==> config.mk <==
export PLATFORM = sky130hd
export DESIGN_NAME = clk_mgmt_top
export DESIGN_NICKNAME = d
export VERILOG_FILES = /design/src/hw/clk_mgmt_pkg.sv /design/src/hw/clk_div_bank.sv /design/src/hw/clk_mgmt_top.sv /design/src/hw/clk_out_stage.sv /design/src/hw/drp_regs.sv /design/src/hw/lock_monitor.sv
export SDC_FILE = /design/constraint.sdc
export NUM_CORES = 1
export LEC_CHECK = 0
export BUFFER_PORTS_ARGS = -buffer_cell sky130_fd_sc_hd__buf_2
export CAP_MARGIN = 20
export CELL_PAD_IN_SITES_DETAIL_PLACEMENT = 0
export CELL_PAD_IN_SITES_GLOBAL_PLACEMENT = 2
export CORE_ASPECT_RATIO = 0.5
export CORE_MARGIN = 3
export CORE_UTILIZATION = 40
export CTS_BUF_LIST = sky130_fd_sc_hd__clkbuf_8 sky130_fd_sc_hd__clkbuf_16
export DETAILED_ROUTE_END_ITERATION = 8
export MAX_ROUTING_LAYER = met4
export PLACE_DENSITY_LB_ADDON = 0.1
export SLEW_MARGIN = 5
export SYNTH_ARGS = -nofsm -noshare
export SYNTH_HDL_FRONTEND = slang
export SYNTH_HIERARCHICAL = 1
export SYNTH_SLANG_ARGS = --single-unit
==> constraint.sdc <==
create_clock -name CLKIN1 -period 11.4 [get_ports CLKIN1]
set_input_delay 1.14 -clock CLKIN1 [delete_from_list [all_inputs] [get_ports CLKIN1]]
set_output_delay 1.14 -clock CLKIN1 [all_outputs]
set_load 0.01 [all_outputs]
==> src/hw/clk_mgmt_pkg.sv <==
package clk_mgmt_pkg;

  // ####################################################################
  // sizes and reconfiguration port types
  // ####################################################################

  localparam int num_ch = 7;  // output channels

  typedef logic [6:0]  drp_addr_t;
  typedef logic [15:0] drp_data_t;

  // ####################################################################
  // register layouts
  // ####################################################################

  // channel word, addresses 0..6
  typedef struct packed {
    logic [7:0] spare;
    logic [3:0] phase;    // delay in CLKIN1 cycles
    logic [3:0] div_exp;  // toggle every 2^div_exp cycles
  } ch_cfg_t;

  // control word at addr_ctrl
  typedef struct packed {
    logic [13:0] spare;
    logic        pwrdwn;    // level, held until cleared
    logic        soft_rst;  // write 1 to restart, reads back 0
  } ctrl_cfg_t;

  // one stored word, decoded by address
  typedef union packed {
    ch_cfg_t   ch;
    ctrl_cfg_t ctrl;
    drp_data_t raw;
  } drp_word_u;

  localparam drp_addr_t addr_ctrl   = 7'd7;
  localparam drp_addr_t addr_status = 7'd8;  // bit 0 is locked

  // ####################################################################
  // clock buses
  // ####################################################################

  typedef struct packed {
    logic [num_ch-1:0] clk;  // one bit per channel
  } clk_bus_t;

  typedef ch_cfg_t [num_ch-1:0] ch_cfg_arr_t;

endpackage

==> src/hw/clk_div_bank.sv <==
`timescale 1ns/1ps

module clk_div_bank (
  input  logic                      CLKIN1,
  input  logic                      reset,
  input  logic                      restart,
  input  clk_mgmt_pkg::ch_cfg_arr_t ch_cfg,
  output clk_mgmt_pkg::clk_bus_t    div_clk
);
  import clk_mgmt_pkg::*;

  logic [15:0] div_cnt   [num_ch];
  logic [15:0] div_limit [num_ch];  // 2^k - 1

  // ####################################################################
  // terminal count per channel
  // ####################################################################

  always_comb
  begin
    for (int i = 0; i < num_ch; i++)
      div_limit[i] = (16'd1 << ch_cfg[i].div_exp) - 16'd1;
  end

  // ####################################################################
  // toggle dividers
  // ####################################################################

  // all channels cleared together so edges stay aligned
  always_ff @(posedge CLKIN1 or posedge reset)
  begin
    if (reset)
    begin
      for (int i = 0; i < num_ch; i++)
        div_cnt[i] <= '0;
      div_clk <= '0;
    end
    else if (restart)
    begin
      for (int i = 0; i < num_ch; i++)
        div_cnt[i] <= '0;
      div_clk <= '0;
    end
    else
    begin
      for (int i = 0; i < num_ch; i++)
      begin
        // >= covers a smaller div_exp written mid-count
        if (div_cnt[i] >= div_limit[i])
        begin
          div_cnt[i]     <= '0;
          div_clk.clk[i] <= ~div_clk.clk[i];
        end
        else
          div_cnt[i] <= div_cnt[i] + 16'd1;
      end
    end
  end

endmodule

==> src/hw/clk_mgmt_top.sv <==
`timescale 1ns/1ps

module clk_mgmt_top #(
  parameter int lock_cycles = 15  // cycles from restart to locked
) (
  input  logic                    CLKIN1,
  input  logic                    reset,
  input  logic                    den,
  input  logic                    dwe,
  input  clk_mgmt_pkg::drp_addr_t daddr,
  input  clk_mgmt_pkg::drp_data_t di,
  output clk_mgmt_pkg::drp_data_t dout,
  output logic                    drdy,
  output logic                    locked,
  output clk_mgmt_pkg::clk_bus_t  clkout
);
  import clk_mgmt_pkg::*;

  ch_cfg_arr_t ch_cfg;
  clk_bus_t    div_clk;
  logic        pwrdwn;
  logic        cfg_write;
  logic        restart;

  // configuration registers
  drp_regs u_drp_regs (
    .CLKIN1    (CLKIN1),
    .reset     (reset),
    .den       (den),
    .dwe       (dwe),
    .daddr     (daddr),
    .di        (di),
    .locked    (locked),  // status readback
    .dout      (dout),
    .drdy      (drdy),
    .ch_cfg    (ch_cfg),
    .pwrdwn    (pwrdwn),
    .cfg_write (cfg_write)
  );

  lock_monitor #(
    .lock_cycles (lock_cycles)
  ) u_lock_monitor (
    .CLKIN1    (CLKIN1),
    .reset     (reset),
    .cfg_write (cfg_write),
    .pwrdwn    (pwrdwn),
    .locked    (locked),
    .restart   (restart)
  );

  clk_div_bank u_clk_div_bank (
    .CLKIN1  (CLKIN1),
    .reset   (reset),
    .restart (restart),
    .ch_cfg  (ch_cfg),
    .div_clk (div_clk)
  );

  // phase delay and lock masking
  clk_out_stage u_clk_out_stage (
    .CLKIN1  (CLKIN1),
    .reset   (reset),
    .locked  (locked),
    .ch_cfg  (ch_cfg),
    .div_clk (div_clk),
    .clkout  (clkout)
  );

endmodule

==> src/hw/clk_out_stage.sv <==
`timescale 1ns/1ps

module clk_out_stage (
  input  logic                      CLKIN1,
  input  logic                      reset,
  input  logic                      locked,
  input  clk_mgmt_pkg::ch_cfg_arr_t ch_cfg,
  input  clk_mgmt_pkg::clk_bus_t    div_clk,
  output clk_mgmt_pkg::clk_bus_t    clkout
);
  import clk_mgmt_pkg::*;

  logic [14:0]       dly_line [num_ch];  // history of each divider output
  logic [15:0]       dly_taps [num_ch];  // 16 taps, tap 0 is live input
  logic [num_ch-1:0] phased;

  // delay lines, one shift per cycle
  always_ff @(posedge CLKIN1)
  begin
    for (int i = 0; i < num_ch; i++)
      dly_line[i] <= {dly_line[i][13:0], div_clk.clk[i]};
  end

  always_comb
  begin
    for (int i = 0; i < num_ch; i++)
    begin
      dly_taps[i] = {dly_line[i], div_clk.clk[i]};
      phased[i]   = dly_taps[i][ch_cfg[i].phase];  // phase + 1 after the flop
    end
  end

  // ####################################################################
  // lock mask
  // ####################################################################

  always_ff @(posedge CLKIN1 or posedge reset)
  begin
    if (reset)
      clkout <= '0;
    else
      clkout.clk <= locked ? phased : '0;
  end

endmodule

==> src/hw/drp_regs.sv <==
`timescale 1ns/1ps

module drp_regs (
  input  logic                      CLKIN1,
  input  logic                      reset,
  input  logic                      den,
  input  logic                      dwe,
  input  clk_mgmt_pkg::drp_addr_t   daddr,
  input  clk_mgmt_pkg::drp_data_t   di,
  input  logic                      locked,
  output clk_mgmt_pkg::drp_data_t   dout,
  output logic                      drdy,
  output clk_mgmt_pkg::ch_cfg_arr_t ch_cfg,
  output logic                      pwrdwn,
  output logic                      cfg_write
);
  import clk_mgmt_pkg::*;

  ctrl_cfg_t ctrl_q;
  drp_word_u wr_word;  // incoming data, viewed per address
  drp_word_u rd_word;  // readback source
  logic      ch_hit;
  logic      ctrl_hit;
  logic      wr_en;
  logic      rd_en;
  logic [2:0] ch_idx;

  assign ch_hit   = (daddr < drp_addr_t'(num_ch));
  assign ctrl_hit = (daddr == addr_ctrl);
  assign ch_idx   = daddr[2:0];
  assign wr_en    = den & dwe;
  assign rd_en    = den & ~dwe;
  assign wr_word  = di;

  // readback mux
  always_comb
  begin
    rd_word.raw = '0;
    if (ch_hit)
      rd_word.ch = ch_cfg[ch_idx];
    else if (ctrl_hit)
      rd_word.ctrl = ctrl_q;
    else if (daddr == addr_status)
      rd_word.raw = drp_data_t'(locked);  // unmapped stays zero
  end

  // ####################################################################
  // register file, written on the edge that raises drdy
  // ####################################################################

  always_ff @(posedge CLKIN1 or posedge reset)
  begin
    if (reset)
    begin
      ch_cfg <= '0;
      ctrl_q <= '0;
    end
    else if (wr_en)
    begin
      if (ch_hit)
        ch_cfg[ch_idx] <= wr_word.ch;
      else if (ctrl_hit)
      begin
        ctrl_q          <= wr_word.ctrl;
        ctrl_q.soft_rst <= 1'b0;  // pulse only, never stored
      end
    end
  end

  assign pwrdwn = ctrl_q.pwrdwn;

  // strobe response and restart request
  always_ff @(posedge CLKIN1 or posedge reset)
  begin
    if (reset)
    begin
      drdy      <= 1'b0;
      dout      <= '0;
      cfg_write <= 1'b0;
    end
    else
    begin
      drdy      <= den;
      dout      <= rd_en ? rd_word.raw : '0;  // zero outside read drdy
      cfg_write <= wr_en & (ch_hit | (ctrl_hit & wr_word.ctrl.soft_rst));
    end
  end

endmodule

==> src/hw/lock_monitor.sv <==
`timescale 1ns/1ps

module lock_monitor #(
  parameter int lock_cycles = 15
) (
  input  logic CLKIN1,
  input  logic reset,
  input  logic cfg_write,
  input  logic pwrdwn,
  output logic locked,
  output logic restart
);

  localparam int cnt_w = $clog2(lock_cycles + 1);

  logic [cnt_w-1:0] lock_cnt;
  logic             reload;
  logic             pwrdwn_q;  // previous cycle, for the rising edge

  assign reload = cfg_write | pwrdwn;  // pwrdwn keeps reloading

  // count down to zero, then hold
  always_ff @(posedge CLKIN1 or posedge reset)
  begin
    if (reset)
      lock_cnt <= cnt_w'(lock_cycles);
    else if (reload)
      lock_cnt <= cnt_w'(lock_cycles);
    else if (lock_cnt != '0)
      lock_cnt <= lock_cnt - 1'b1;
  end

  assign locked = (lock_cnt == '0);

  // one pulse per reload run so the dividers restart once
  always_ff @(posedge CLKIN1 or posedge reset)
  begin
    if (reset)
    begin
      pwrdwn_q <= 1'b0;
      restart  <= 1'b0;
    end
    else
    begin
      pwrdwn_q <= pwrdwn;
      restart  <= cfg_write | (pwrdwn & ~pwrdwn_q);
    end
  end

endmodule

# ---- Yosys cells after proc, flatten, opt, wreduce, memory -nomap -nowiden
# Memories as Yosys holds them, arrays and structs flattened.
# Index checks and enable logic that the tools add are counted.
dict set report classes {
  add_sub_neg 15
  shifts 7
  order_cmp 17
  n_eq_ne 2
  muxes 42
  reduce_logical 13
  bitwise_logic 18
}
# op n
set op_table {}
lappend op_table {{two-way mux 16 bit} 12}
lappend op_table {{adder 16 x 1 -> 16 bit, second input constant} 7}
lappend op_table {{bitwise mux 112 bit} 1}
lappend op_table {{greater-or-equal comparator 16 bit} 7}
lappend op_table {{two-way mux 112 bit} 1}
lappend op_table {{left shift 1 x 4 -> 16 bit, first input constant} 7}
lappend op_table {{subtractor 16 x 1 -> 16 bit, second input constant} 7}
lappend op_table {{binary-select mux 16 bit (select 3 bit)} 1}
lappend op_table {{demux 16 bit (select 3 bit)} 1}
lappend op_table {{< comparator 4 x 5 -> 1 bit, second input constant} 7}
lappend op_table {{binary-select mux 1 bit (select 4 bit)} 7}
lappend op_table {{nonzero test 2 bit} 8}
lappend op_table {{two-way mux 1 bit} 15}
lappend op_table {{two-way mux 7 bit} 2}
lappend op_table {{inverter 1 bit} 10}
lappend op_table {{two-way mux 4 bit} 2}
lappend op_table {{== test 7 x 3 -> 1 bit, second input constant} 1}
lappend op_table {{== test 7 x 4 -> 1 bit, second input constant} 1}
lappend op_table {{< comparator 7 x 3 -> 1 bit, second input constant} 1}
lappend op_table {{bitwise AND 1 bit} 5}
lappend op_table {{zero test 4 bit} 1}
lappend op_table {{< comparator 3 x 4 -> 1 bit, second input constant} 1}
lappend op_table {{nonzero test 4 bit} 1}
lappend op_table {{subtractor 4 x 1 -> 4 bit, second input constant} 1}
lappend op_table {{5 further kinds} 7}
dict set report totals {
  ram_bits 105
  output_inout_bits 25
  input_bits 27
  reg_bits 277
  n_memories 1
}
# name words width rd rd_ports_with_merged_regs write_ports line
set memory_table {}
lappend memory_table {u_clk_out_stage.dly_line 7 15 7 0 7 clk_out_stage.sv:13} ;# logic [14:0] dly_line [num_ch];

# ---- Longest topological paths before layout
dict set report logic_depth {
  ltp_word 5
  mapped_depth 16
}

# ---- By module
# Netlist, hierarchy kept.
# mod seq_area_each_um2 area_per_inst_um2 cells_each instances
set modules_own_cells {}
lappend modules_own_cells {clk_div_bank 2977.9 9051.2 1044 1}
lappend modules_own_cells {drp_regs 3628.5 6551.3 422 1}
lappend modules_own_cells {clk_out_stage 2277.2 3324.4 232 1}
lappend modules_own_cells {lock_monitor 155.1 296.5 27 1}

# ---- Worst setup path after synthesis
# OpenSTA, ideal clock, no wires.
dict set report synth_timing {
  path_type {reg-to-reg}
  startpoint {reg u_drp_regs/ch_cfg[32] (netlist name)}
  endpoint {reg u_clk_div_bank/div_clk[2] (netlist name)}
  path_stages_with_launch 15
  path_slack_ps 7910
  n_path_buf 2
  t_arrival_ps 3365
  required_time_ps 11275
  cell_sequence {dfrtp_1 -> clkbuf_1 -> or2_2 -> nand2b_1 -> ha_1 -> clkbuf_1 -> nor4_1 -> a31oi_1 -> o22a_1 -> ha_1 -> and4_1 -> nand2_1 -> or4_1 -> nand3_1 -> mux2_2}
}
dict set report synth_between {
  elab_chain_len 4
}
# item line
set synth_rtl {}
lappend synth_rtl {{left shift 1 x 4 -> 16 bit} clk_div_bank.sv:22} ;# div_limit[i] = (16'd1 << ch_cfg[i].div_exp) - 16'd1;
lappend synth_rtl {{subtractor 16 x 1 -> 16 bit} clk_div_bank.sv:22}
lappend synth_rtl {{greater-or-equal comparator 16 bit} clk_div_bank.sv:49} ;# if (div_cnt[i] >= div_limit[i])
lappend synth_rtl {{nonzero test 2 bit (no line)} n/a}
# Every way passes these cells.
# A chain may end at the register's enable or synchronous reset.

# ---- Worst setup path after layout
dict set report layout_timing {
  startpoint {reg u_drp_regs/ch_cfg[49] (netlist name)}
  endpoint {reg u_clk_div_bank/div_clk[3] (netlist name)}
}
dict set report layout_between {
  elab_chain_len 4
}
# item line
set layout_rtl {}
lappend layout_rtl {{left shift 1 x 4 -> 16 bit} clk_div_bank.sv:22}
lappend layout_rtl {{subtractor 16 x 1 -> 16 bit} clk_div_bank.sv:22}
lappend layout_rtl {{greater-or-equal comparator 16 bit} clk_div_bank.sv:49}
lappend layout_rtl {{nonzero test 2 bit (no line)} n/a}
# Every way passes these cells.

==> flow_summary.yaml <==
synth:
  synth-edff-count: 0
  yosysTopAreaCell: "dfrtp_1"
  yosysSeqAreaShare_pct: 47.0
  async_reset_ff_share_pct: 72.5
  synthFlopType: "dfrtp_1"
  synth_seq_cells: 382
  synth_cell_types: 69
  syn_area_sq_mm: 0.0192
  synth_warnings: 6
  post-synth-top-count-cell: "dfrtp_1"
  synth_top_area_share_pct: 35.5
  synth_area_leaders: "dfrtp_1 36%, dfxtp_1 11%, ha_1 8.3%"
  avgSynthCellArea_sq_um: 11.1
  synthTopCellsByCount: "273 x dfrtp_1, 212 x nor2_1, 127 x ha_1"
  syn_inst: 1725
sta:
  fin_crit_sh_pct: 36.2
  fmax_ghz: 0.242
  final.setup.tns_ns: 0
  hold_viol_final: 0
  min_period_ns: 4.13
  rsz0062_at_grt: "false"
  finalClockSkew_ns: 0.0266
  relSlewSlack_pct: 34.9
  setup_ws_ns: 7.27
  drv_slew: 0
  final-setup-viol-count: 0
  worst_pin_slew_ns: 0.976
placement:
  io_buffers: 51
  gp_congestion: 0.793
  place_hpwl_mm: 31.8
  dpl.cell_count: 2349
  dp_slack_ns: 7.31
setup_path:
  crit_arrival_ns: 4.54
  r2r_slack_ns: 7.27
  crit_top_cell: "ha_1"
  worst_setup_path_start_kind: "flip-flop"
  slowest_delay_ns: 0.55
  critPathBufInv: 0
  critPathTopFamily: "simple AND/OR/NAND/NOR gates"
  endpoint_kind: "flip-flop"
  ff2ff_path_depth: 12
  criticalPathCategory: "reg -> reg"
  crit_chain: "nor3_1, nand2b_1, ha_1, nor4b_1, a21oi_1, o22a_1, ha_1, and4_1, nand2_1, or4_1, nand3_1, mux2_2"
  cpMaxStageDelayCell: "dfrtp_1"
  worstPathMaxFanout: 17
  required_ns: 11.81
  r2r_end: "u_clk_div_bank/div_clk[3]"
  reg2reg_from: "u_drp_regs/ch_cfg[49]"
floorplanning:
  core_sq_mm: 0.0472
  die_area_sq_mm: 0.0509
  initial_core_util_pct: 40.8
  die-width_microns: 316
  fp-row-count: 56
  ios: 52
  die_y_microns: 161
clock_network:
  clockBufferDepth: 3
  cts_setup_buffers: 0
  cts-resized-gates: 0
  cts-root-buf: "clkbuf_16"
  clk_latency_ns: 0.54
  clk_pin_slew_ns: 0.07
  cts-hold-fix-buffers: 0
  cts_tree: "built"
  cts.sinks: 382
  numCtsBuffers: 38
  htree_levels: 2
run_status:
  status: "finished, final reports clean"
global_route:
  grt_usage_pct: 18.8
  antenna_found_initial: 1
  grt_pass1_vias: 13000
  grt_max_degree: 75
  grt.overflow.total: 0
  grt_pass1_wl_mm: 73.6
final_layout:
  multi_input_area_sq_mm: 0.00965
  final_nets: 1905
  drive_gt1_share_pct: 17.9
  area.growth.synth_to_final_pct: 10.3
  fin_cells: 2419
  regArea_sq_mm: 0.00904
  fill_cells: 4357
routing:
  dr.pass1.iters: 5
  ant_nets: 0
  wl_mm: 45.5
  drt_iter0_markers: 668
  wire_per_inst_microns: 18.8
  vias: 12800
  drc: 0
  vias_per_cell: 5.31
hold_path:
  hp-start: "u_clk_out_stage/dly_line[4][13]"
  whs_path_depth: 0
  holdPathEnd: "u_clk_out_stage/dly_line[4][14]"
  min_path_type: "reg -> reg"
power_and_ir_drop:
  vdd_ir_drop_max_v: 0.0000928
  p_per_area_mw_per_mm2: 183
  leakage_nw: 9.54
job:
  max_cap_viol_count: 0
[state kept, by name, indices dropped and copies added (netlist names)]
| register | flops |
|---|---|
| u_lock_monitor/pwrdwn_q | 1 |
| u_clk_out_stage/clkout | 7 |
| u_clk_div_bank/div_cnt | 112 |
| u_clk_out_stage/dly_line | 105 |
| u_drp_regs/ch_cfg | 112 |
| u_lock_monitor/lock_cnt | 4 |
| u_drp_regs/cfg_write | 1 |
| u_drp_regs/dout | 16 |
| u_clk_div_bank/div_clk | 7 |
| u_drp_regs/ctrl_q | 14 |
| u_lock_monitor/restart | 1 |
| u_drp_regs/pwrdwn | 1 |
| u_drp_regs/drdy | 1 |
[through the flow]
step                power (W)  hold slack [ns]  util (%)  instance area (sq um)
finish                0.00387            0.339      45.0                  21200
global route          0.00412            0.350      44.9                  21200
CTS                   0.00393            0.339      44.9                  21200
detailed placement    0.00264            0.331      42.3                  19900
global placement      0.00260            0.329      42.3                  19900
floorplan             0.00240            0.326         -                  19200
[final cells by class]
| type | count | area share [%] |
|---|---|---|
| Sequential cell | 382 | 42.6 |
| Timing Repair Buffer | 58 | 1.45 |
| Multi-Input combinational cell | 1233 | 45.5 |
| Clock buffer | 48 | 5.35 |
| Inverter | 38 | 0.708 |
| Clock inverter | 20 | 0.555 |
| Antenna cell | 2 | 0.0236 |
| Tap cell | 638 | 3.77 |
[cell families after synthesis]
| group | count (synthesis) | synth area share [%] |
|---|---|---|
| flops | 382 | 47.0 |
| other cells | 1 | 0.0195 |
| simple gates | 555 | 14.3 |
| mux | 227 | 15.2 |
| compound gates | 208 | 7.28 |
| fa+ha+maj | 127 | 8.27 |
| xor+xnor | 109 | 4.97 |
| buf+inv | 116 | 2.92 |
[layer usage]
metal,wire [microns],up-vias,global-route usage [%]
met4,445,0,2.76
met3,1490,41,3.09
met2,20600,118,28.7
li1,-,6226,-
met5,0,-,-
met1,23000,6459,26.9
[how the worst max path moves through the flow]
stage	to	startpoint	slack, ns	depth (start not counted)
5_1_grt	u_clk_div_bank/div_clk[3]	u_drp_regs/ch_cfg[49]	6.98	12
2_1_floorplan	u_drp_regs/cfg_write	reset	6.37	1
4_1_cts	u_clk_div_bank/div_clk[3]	u_drp_regs/ch_cfg[49]	7.27	12
3_3_place_gp	u_clk_div_bank/div_clk[3]	u_drp_regs/ch_cfg[49]	7.37	12
3_5_place_dp	u_clk_div_bank/div_clk[3]	u_drp_regs/ch_cfg[49]	7.31	12
6_report	u_clk_div_bank/div_clk[3]	u_drp_regs/ch_cfg[49]	7.27	12
[report_power, final]
group | internal [W] | switching, W | total (W)
logic | 0.000342 | 0.000374 | 0.000716
clock network | 0.000708 | 0.000556 | 0.00126
registers | 0.00166 | 0.000233 | 0.00189
total | 0.00271 | 0.00116 | 0.00387
[cell usage in the layout (no fill, tap or decap), drive strengths merged, types with 21 or more instances in the layout]
cell    Yosys  layout
xor2       61      61
inv        38      49
dfxtp     105     105
mux2i      58      58
nor3       22      22
nand4      34      34
nand2      99      99
a21oi      52      52
nand2b     21      21
mux2      140     140
buf        33      58
nor2      216     216
mux4       29      29
dfrtp     273     273
clkbuf     45      48
ha        127     127
o21ai      28      28
xnor2      48      48
nand3      75      75
[worst register-to-register path: stages (launching register included)]
cell,delay [ns]
dfrtp_1,0.55
nor3_1,0.39
nand2b_1,0.13
ha_1,0.32
nor4b_1,0.32
a21oi_1,0.07
o22a_1,0.21
ha_1,0.29
and4_1,0.18
nand2_1,0.06
or4_1,0.53
nand3_1,0.54
mux2_2,0.40
(Power assumes the default switching activity.)
